**config.mk**
```make
export PLATFORM = sky130hd
export DESIGN_NAME = mdll_jmeas
export DESIGN_NICKNAME = d
export VERILOG_FILES = /design/src/mdll_pkg.sv /design/src/mdll_jm_sampler.sv /design/src/mdll_jm_counter.sv /design/src/mdll_jmeas.sv
export VERILOG_INCLUDE_DIRS = /design/src /design/src/include
export SDC_FILE = /design/constraint.sdc
export NUM_CORES = 1
export LEC_CHECK = 0
export BUFFER_PORTS_ARGS = -buffer_cell sky130_fd_sc_hd__buf_2
export CORE_MARGIN = 1.5
export CORE_UTILIZATION = 30
export CTS_CLUSTER_DIAMETER = 200
export CTS_CLUSTER_SIZE = 8
export DETAILED_ROUTE_END_ITERATION = 16
export HOLD_SLACK_MARGIN = 0.03
export SLEW_MARGIN = 20
export SYNTH_ARGS = -nofsm -noshare
export SYNTH_HDL_FRONTEND = slang
export SYNTH_SLANG_ARGS = --single-unit
```
**constraint.sdc**
```tcl
create_clock -name clk_monp -period 3.5 [get_ports clk_monp]
set_input_delay 0.7 -clock clk_monp [delete_from_list [all_inputs] [get_ports clk_monp]]
set_output_delay 0.7 -clock clk_monp [all_outputs]
set_load 0.02 [all_outputs]
```
**src/include/mdll_config.svh**
```systemverilog
`ifndef MDLL_CONFIG_SVH
`define MDLL_CONFIG_SVH

// ------------------------------
// jitter monitor configuration
// ------------------------------

// width of window timer and early counter
// window length is 2**JM_CNT_W monitor cycles, 6 -> 64 cycles
// also sets the width of jm_cdf_out
`define JM_CNT_W 6

// fallback phase for undefined select codes (5..7)
// expands to a jm_clk_sel_e literal, so the user must import mdll_pkg
`define JM_SEL_DEFAULT sel_osc_180

`endif

```
**src/mdll_pkg.sv**
```systemverilog
package mdll_pkg;

	// ------------------------------
	// clock select opcodes
	// ------------------------------

	// codes 5..7 left undefined on purpose
	// the sampler maps them to `JM_SEL_DEFAULT
	typedef enum logic [2:0] {
		sel_osc_0   = 3'd0, // I phase
		sel_osc_90  = 3'd1, // Q phase
		sel_osc_180 = 3'd2, // /I phase
		sel_osc_270 = 3'd3, // /Q phase
		sel_clk_fb  = 3'd4  // divided feedback clock
	} jm_clk_sel_e;

endpackage

```
**src/mdll_jm_sampler.sv**
```systemverilog
`timescale 1ns/1ps

`include "mdll_config.svh"

module mdll_jm_sampler import mdll_pkg::*; (
	input  logic        clk_monp,      // monitor clock, phase swept from outside
	input  logic        en_monitor,    // active low clear
	input  jm_clk_sel_e jm_sel_clk,    // which clock is under test
	input  logic        jm_bb_out_pol, // 1 keeps early as is, 0 inverts
	input  logic        osc_0,         // I
	input  logic        osc_90,        // Q
	input  logic        osc_180,       // /I
	input  logic        osc_270,       // /Q
	input  logic        clk_fb_mon,    // divided feedback clock
	output logic        inc_cntr       // one cycle level, count this cycle
);

	// ------------------------------
	// signals
	// ------------------------------

	jm_clk_sel_e sel_eff; // select after fallback decode
	logic        clk_ut;  // clock under test
	logic        early;   // clk_ut after polarity control

	// ------------------------------
	// select decode
	// ------------------------------

	// legal codes pass through, anything else goes to the default phase
	always_comb begin
		case (jm_sel_clk)
			sel_osc_0,
			sel_osc_90,
			sel_osc_180,
			sel_osc_270,
			sel_clk_fb: sel_eff = jm_sel_clk;
			default:    sel_eff = `JM_SEL_DEFAULT; // codes 5..7
		endcase
	end

	// ------------------------------
	// clock under test mux
	// ------------------------------

	always_comb begin
		case (sel_eff)
			sel_osc_0:   clk_ut = osc_0;
			sel_osc_90:  clk_ut = osc_90;
			sel_osc_180: clk_ut = osc_180;
			sel_osc_270: clk_ut = osc_270;
			sel_clk_fb:  clk_ut = clk_fb_mon;
			default:     clk_ut = 1'b0; // unreachable after decode
		endcase
	end

	// ------------------------------
	// polarity control
	// ------------------------------

	// a high level at the clk_monp edge means the clock under test was
	// already up, i.e. its edge came early
	// pol 0 turns this into a "late" count for the opposite cdf slope
	assign early = jm_bb_out_pol ? clk_ut : ~clk_ut;

	// ------------------------------
	// bang-bang sampling flop
	// ------------------------------

	// single flop stands in for the differential sampler
	// result shows one cycle after the sampled edge
	always_ff @(posedge clk_monp or negedge en_monitor) begin
		if (!en_monitor) begin
			inc_cntr <= 1'b0; // nothing counted while disabled
		end else begin
			inc_cntr <= early;
		end
	end

endmodule

```
**src/mdll_jm_counter.sv**
```systemverilog
`timescale 1ns/1ps

`include "mdll_config.svh"

module mdll_jm_counter (
	input  logic                 clk_monp,     // monitor clock
	input  logic                 en_monitor,   // active low clear
	input  logic                 inc_cntr,     // early decision from sampler
	output logic [`JM_CNT_W-1:0] jm_cdf_out,   // early count of last window
	output logic                 jm_cdf_valid  // one cycle strobe on update
);

	localparam int CNT_W = `JM_CNT_W; // window = 2**CNT_W cycles

	// ------------------------------
	// signals
	// ------------------------------

	logic [CNT_W-1:0] win_tmr;   // free running window timer
	logic [CNT_W-1:0] early_cnt; // early decisions so far in window
	logic [CNT_W-1:0] early_nxt; // count including this cycle
	logic             win_end;   // last cycle of window
	logic             cnt_full;  // counter at all-ones

	// ------------------------------
	// window timer
	// ------------------------------

	// counts 0 .. all-ones and wraps, no load
	always_ff @(posedge clk_monp or negedge en_monitor) begin
		if (!en_monitor) begin
			win_tmr <= '0;
		end else begin
			win_tmr <= win_tmr + 1'b1; // wraps at all-ones
		end
	end

	assign win_end = &win_tmr;

	// ------------------------------
	// saturating early counter
	// ------------------------------

	assign cnt_full = &early_cnt;

	// hold at all-ones, so a window that is early every cycle
	// (2**CNT_W hits) still reports all-ones
	always_comb begin
		if (inc_cntr && !cnt_full) begin
			early_nxt = early_cnt + 1'b1;
		end else begin
			early_nxt = early_cnt;
		end
	end

	// clears at window end, the last cycle's hit goes to the result
	always_ff @(posedge clk_monp or negedge en_monitor) begin
		if (!en_monitor) begin
			early_cnt <= '0;
		end else if (win_end) begin
			early_cnt <= '0; // fresh window
		end else begin
			early_cnt <= early_nxt;
		end
	end

	// ------------------------------
	// result register and strobe
	// ------------------------------

	// loads once per window; first strobe 2**CNT_W edges after
	// en_monitor goes high
	always_ff @(posedge clk_monp or negedge en_monitor) begin
		if (!en_monitor) begin
			jm_cdf_out   <= '0;
			jm_cdf_valid <= 1'b0;
		end else begin
			jm_cdf_valid <= win_end; // single cycle, timer only all-ones once
			if (win_end) begin
				jm_cdf_out <= early_nxt; // includes this cycle's inc_cntr
			end
		end
	end

endmodule

```
**src/mdll_jmeas.sv**
```systemverilog
`timescale 1ns/1ps

`include "mdll_config.svh"

module mdll_jmeas import mdll_pkg::*; (
	input  logic                 clk_monp,      // monitor clock, swept outside
	input  logic                 en_monitor,    // active low, low clears all
	input  jm_clk_sel_e          jm_sel_clk,    // clock under test select
	input  logic                 jm_bb_out_pol, // early polarity
	input  logic                 osc_0,         // I
	input  logic                 osc_90,        // Q
	input  logic                 osc_180,       // /I
	input  logic                 osc_270,       // /Q
	input  logic                 clk_fb_mon,    // divided feedback clock
	output logic                 jm_clk_fb_out, // feedback clock to the scope
	output logic [`JM_CNT_W-1:0] jm_cdf_out,    // cdf point of last window
	output logic                 jm_cdf_valid   // strobe on each update
);

	// ------------------------------
	// internal wires
	// ------------------------------

	logic inc_cntr; // sampler -> counter, one bit per cycle

	// ------------------------------
	// feedthrough
	// ------------------------------

	// straight wire, no register, so the scope sees the real edge
	assign jm_clk_fb_out = clk_fb_mon;

	// ------------------------------
	// input side
	// ------------------------------

	mdll_jm_sampler i_sampler (
		.clk_monp      (clk_monp),
		.en_monitor    (en_monitor),
		.jm_sel_clk    (jm_sel_clk),
		.jm_bb_out_pol (jm_bb_out_pol),
		.osc_0         (osc_0),
		.osc_90        (osc_90),
		.osc_180       (osc_180),
		.osc_270       (osc_270),
		.clk_fb_mon    (clk_fb_mon),
		.inc_cntr      (inc_cntr)
	);

	// ------------------------------
	// window counting
	// ------------------------------

	// one cycle sample latency, so an input change may straddle a window;
	// the second strobe after a change is the clean one
	mdll_jm_counter i_counter (
		.clk_monp     (clk_monp),
		.en_monitor   (en_monitor),
		.inc_cntr     (inc_cntr),
		.jm_cdf_out   (jm_cdf_out),
		.jm_cdf_valid (jm_cdf_valid)
	);

endmodule

```
Yosys cells after proc, flatten, opt, wreduce, memory -nomap -nowiden
Cells that the tools add are included.

Flip-flop bits (word level): 20. Input port bits: 11. Word-level logic and storage cells: 28. Output and inout port bits: 8.

Add/sub/neg operators: 2. Reduce and logical (&&, ||, !) cells: 7. Bitwise operators: 1. Multiplexer cells: 5. Eq/ne operators: 8.

Operator list (count): adder 6 x 1 -> 6 bit, second input constant (2); == test 3 x 2 -> 1 bit, second input constant (4); 2-to-1 mux 6 bit (2); AND reduction 6 bit (2); == test 3 x 1 -> 1 bit, second input constant (2); == test 3 bit, second input constant (2); zero test 3 bit (2); case mux 1 bit (5 select lines) (1); OR reduction 5 bit (1); 2-to-1 mux 3 bit (1); logical AND 1 bit (1); zero test 1 bit (1); 2-to-1 mux 1 bit (1); inverter 1 bit (1).

Depth between registers and ports, before layout
Depth after elaboration: 7. Depth in mapped cells: 5. Depth with buffers taken out: 5.

By module
From an unflattened synthesis, not the netlist that was laid out.

Cells, all modules: 78. Area total of the unflattened synthesis: 870.8 um^2.

By module, submodules not included: mdll_jm_counter (cells an instance 68, times used 1, area each 779.5 um^2, seq. area each 475.5 um^2); mdll_jm_sampler (cells an instance 9, times used 1, area each 83.8 um^2, seq. area each 25.0 um^2); mdll_jmeas (cells an instance 1, times used 1, area each 7.5 um^2, seq. area each 0.0 um^2).

Worst setup path after synthesis
No wires, ideal clock.

Path type: input port to output port. From: input port clk_fb_mon. To: output port jm_clk_fb_out. Arrival: 0.834 ns. Setup slack: 1.966 ns. Data required time: 2.800 ns. Buffers on the path: 1. Stages: 1. Cells stage by stage: buf_4.

RTL lines: start, declared (line mdll_jmeas.sv:14) `input logic clk_fb_mon,`; end, declared (line mdll_jmeas.sv:15) `output logic jm_clk_fb_out,`.

No word-level cell between the ends.

Final worst setup path
From: input port clk_fb_mon. To: output port jm_clk_fb_out.

No word-level cell between the ends.

==> results.ini <==
[clock_network]
cts_tree = built
htreeDepth = 1
path_clk_slew_ps = 110
clk_path_buf_depth = 2
clockRootBuffer = clkbuf_4
postCtsSetupBuffers = 0
clock_latency_ps = 300
cts.repair.resized = 0
cts_buffers = 3
hold_buffers = 0
cts_sinks = 20

[logic_synthesis]
synth_area_leaders = dfrtp_1 57%, mux2i_1 5.7%, nand3_1 4.5%, nand2_1 4.3%, xnor2_1 4.0%
synth_cell_types = 26
syn_inst = 81
synth_top_family_by_area = simple AND/OR/NAND/NOR gates
synth_fa_ha_area_frac = 0.0284
syn_nets = 94
synth_compound_area_frac = 0.0723
synth_area_leader_cell = dfrtp_1
syn_area_um2 = 882
ys_seq_area_frac = 0.567
synth.avg_cell_area_um2 = 10.9
synth_top_area_frac = 0.567
synthMuxAreaShare = 0.0567
synth_xor_area_frac = 0.0596
synth_warnings = 0
synthSimpleGateAreaFrac = 0.193
synth_seq_cells = 20

[cells_and_area]
final_cell_mix = 20 x dfrtp_1, 18 x buf_2, 10 x nand2_1
nFillCells = 282
fin_cells = 132
layout.nets = 115
layout_commonest_cell = dfrtp_1
area.growth.synth_to_final_pct = 19.1
drive_gt1_frac = 0.257
antenna_cells = 0

[pwr]
switching_share = 0.296
power_frac_clock = 0.293
pwr-share-seq = 0.504
combPwrFrac = 0.203
total_power_mw = 0.629
p_leak_nw = 0.535
irDropWorstVdd_mv = 0.378
p_int_mw = 0.443
power_density_nw_per_um2 = 598
p_sw_mw = 0.186

[critical_path]
required_ps = 2800
critical_path_buf_inv_count = 2
cp.arrival_ps = 950
path_class = in -> out
crit_path_end_kind = output pin
critPathMaxStageDelay_ps = 150
cp_max_fo = 2
crit_slowest_cell = buf_2
crit_top_cell = buf_2
cp_top_family = buffers and inverters
crit_chain = buf_2, buf_2
startpoint_type = input pin

[outcome]
status = finished, final reports clean

[floorplan]
die_h_um = 57.2
die_w_um = 57.2
initial_core_util = 0.317
coreArea_um2 = 2780
rows = 19
ios = 19
die_area_um2 = 3270

[sta]
fin_setup_tns_ps = 0
fin_crit_sh = 0.471
setup_viol = 0
rsz0062_at_grt = false
skew_ps = 0.802
timing.fmax_mhz = 606
hold_viol_final = 0
finalCriticalPeriod_ps = 1650
worstMarginPinSlew_ps = 429
relSlewSlack = 0.714
drv_slew = 0

[global_routing]
grt_max_degree = 21
overflow = 0
grt_pass1_wl_um = 2490
grtUsageTotal = 0.0983
grt_antenna_before_repair = 0
grt_pass1_vias = 595

[detailed_routing]
ant_nets = 0
drt-pass1-iter-count = 3
remaining_drc_errors = 0
dr.first_iter.drc_count = 3
vias_per_cell = 4.89
vias = 645
wl_per_cell_um = 10.4
routed_wl_um = 1370

[placement]
port_buffers = 18
dpl.cell_count = 128
hpwlAfterDp_um = 1090
place_congestion = 0.784

[job]
max_cap_violations = 0

[min_path]
min_path_type = in -> async

[cell usage after synthesis, drive strengths merged]
cell type / n
o311ai: 1
buf: 2
nand4: 1
nand3: 9
nor2: 7
nand2: 10
nor2b: 1
and4: 1
or2b: 1
xor2: 2
dfrtp: 20
o21ai: 8
and3b: 1
a31oi: 1
a21oi: 1
xnor2: 4
and3: 1
inv: 2
ha: 2
nor4bb: 1
mux2i: 5
[path summary, 6_finish.rpt]
path | from | to | slack (ps) | depth (start not counted)
worst min-delay path | en_monitor | i_counter.early_cnt[4]$_DFF_PN0_ | 320 | 1
worst max register to register | i_counter.win_tmr[0]$_DFF_PN0_ | i_counter.jm_cdf_out[1]$_DFFE_PN0P_ | 2040 | 5
min in group clk_monp | i_counter.win_tmr[4]$_DFF_PN0_ | i_counter.win_tmr[4]$_DFF_PN0_ | 480 | 1
max in group asynchronous | en_monitor | i_counter.early_cnt[0]$_DFF_PN0_ | 2890 | 1
worst min register to register | i_counter.win_tmr[4]$_DFF_PN0_ | i_counter.win_tmr[4]$_DFF_PN0_ | 480 | 1
worst max-delay path | clk_fb_mon | jm_clk_fb_out | 1850 | 2
[stage by stage]
step                cell area [um2]  hold slack (ps)   util  setup slack, ps
floorplan                       882              404      -             1970
global placement                998              458  0.359             1850
detailed placement              998              461  0.359             1850
CTS                            1050              321  0.378             1850
global route                   1050              338  0.378             1820
finish                         1050              320  0.378             1850
[cells by family (layout without fill, tap and decap cells)]
kind of cell	after synthesis	count (layout)
buffers and inverters	4	24
adders and majority gates	2	2
and+or+nand+nor	33	33
xor gates and xnor gates	6	6
DFF	20	20
muxes	5	5
AOI/OAI and AO/OA	11	11
[power groups by stage]
stage | Sequential (mW) | Clock [mW] | Combinational [mW]
after floorplan | 0.310 | 0 | 0.104
after global placement | 0.321 | 0 | 0.128
after detailed placement | 0.323 | 0 | 0.130
after CTS | 0.317 | 0.191 | 0.131
after global routing | 0.325 | 0.199 | 0.153
final | 0.317 | 0.185 | 0.128
[final cells by class]
class	count	area, um2	share of cell area
multi-input combinational	57	362	0.344
inverter	2	7.51	0.00714
clock buffer	3	22.5	0.0214
clock inverter	1	30.0	0.0286
tap	31	38.8	0.0369
sequential	20	500	0.476
timing repair buffer	18	90.1	0.0857
[per-layer routing]
metal  GRT usage  up-vias  wire, um
li1            -      322         -
met2       0.153       19       634
met1       0.124      300       634
met4      0.0399        0        25
met5           0        -         0
met3      0.0363        4        76
[flip-flops by register name, indices dropped and copies added, names as in the netlist]
| name | cells |
|---|---|
| i_counter.early_cnt | 6 |
| i_counter.jm_cdf_out | 6 |
| i_counter.win_tmr | 6 |
| i_counter.jm_cdf_valid | 1 |
| i_sampler.inc_cntr | 1 |
Power figures use the tool's default switching activity.
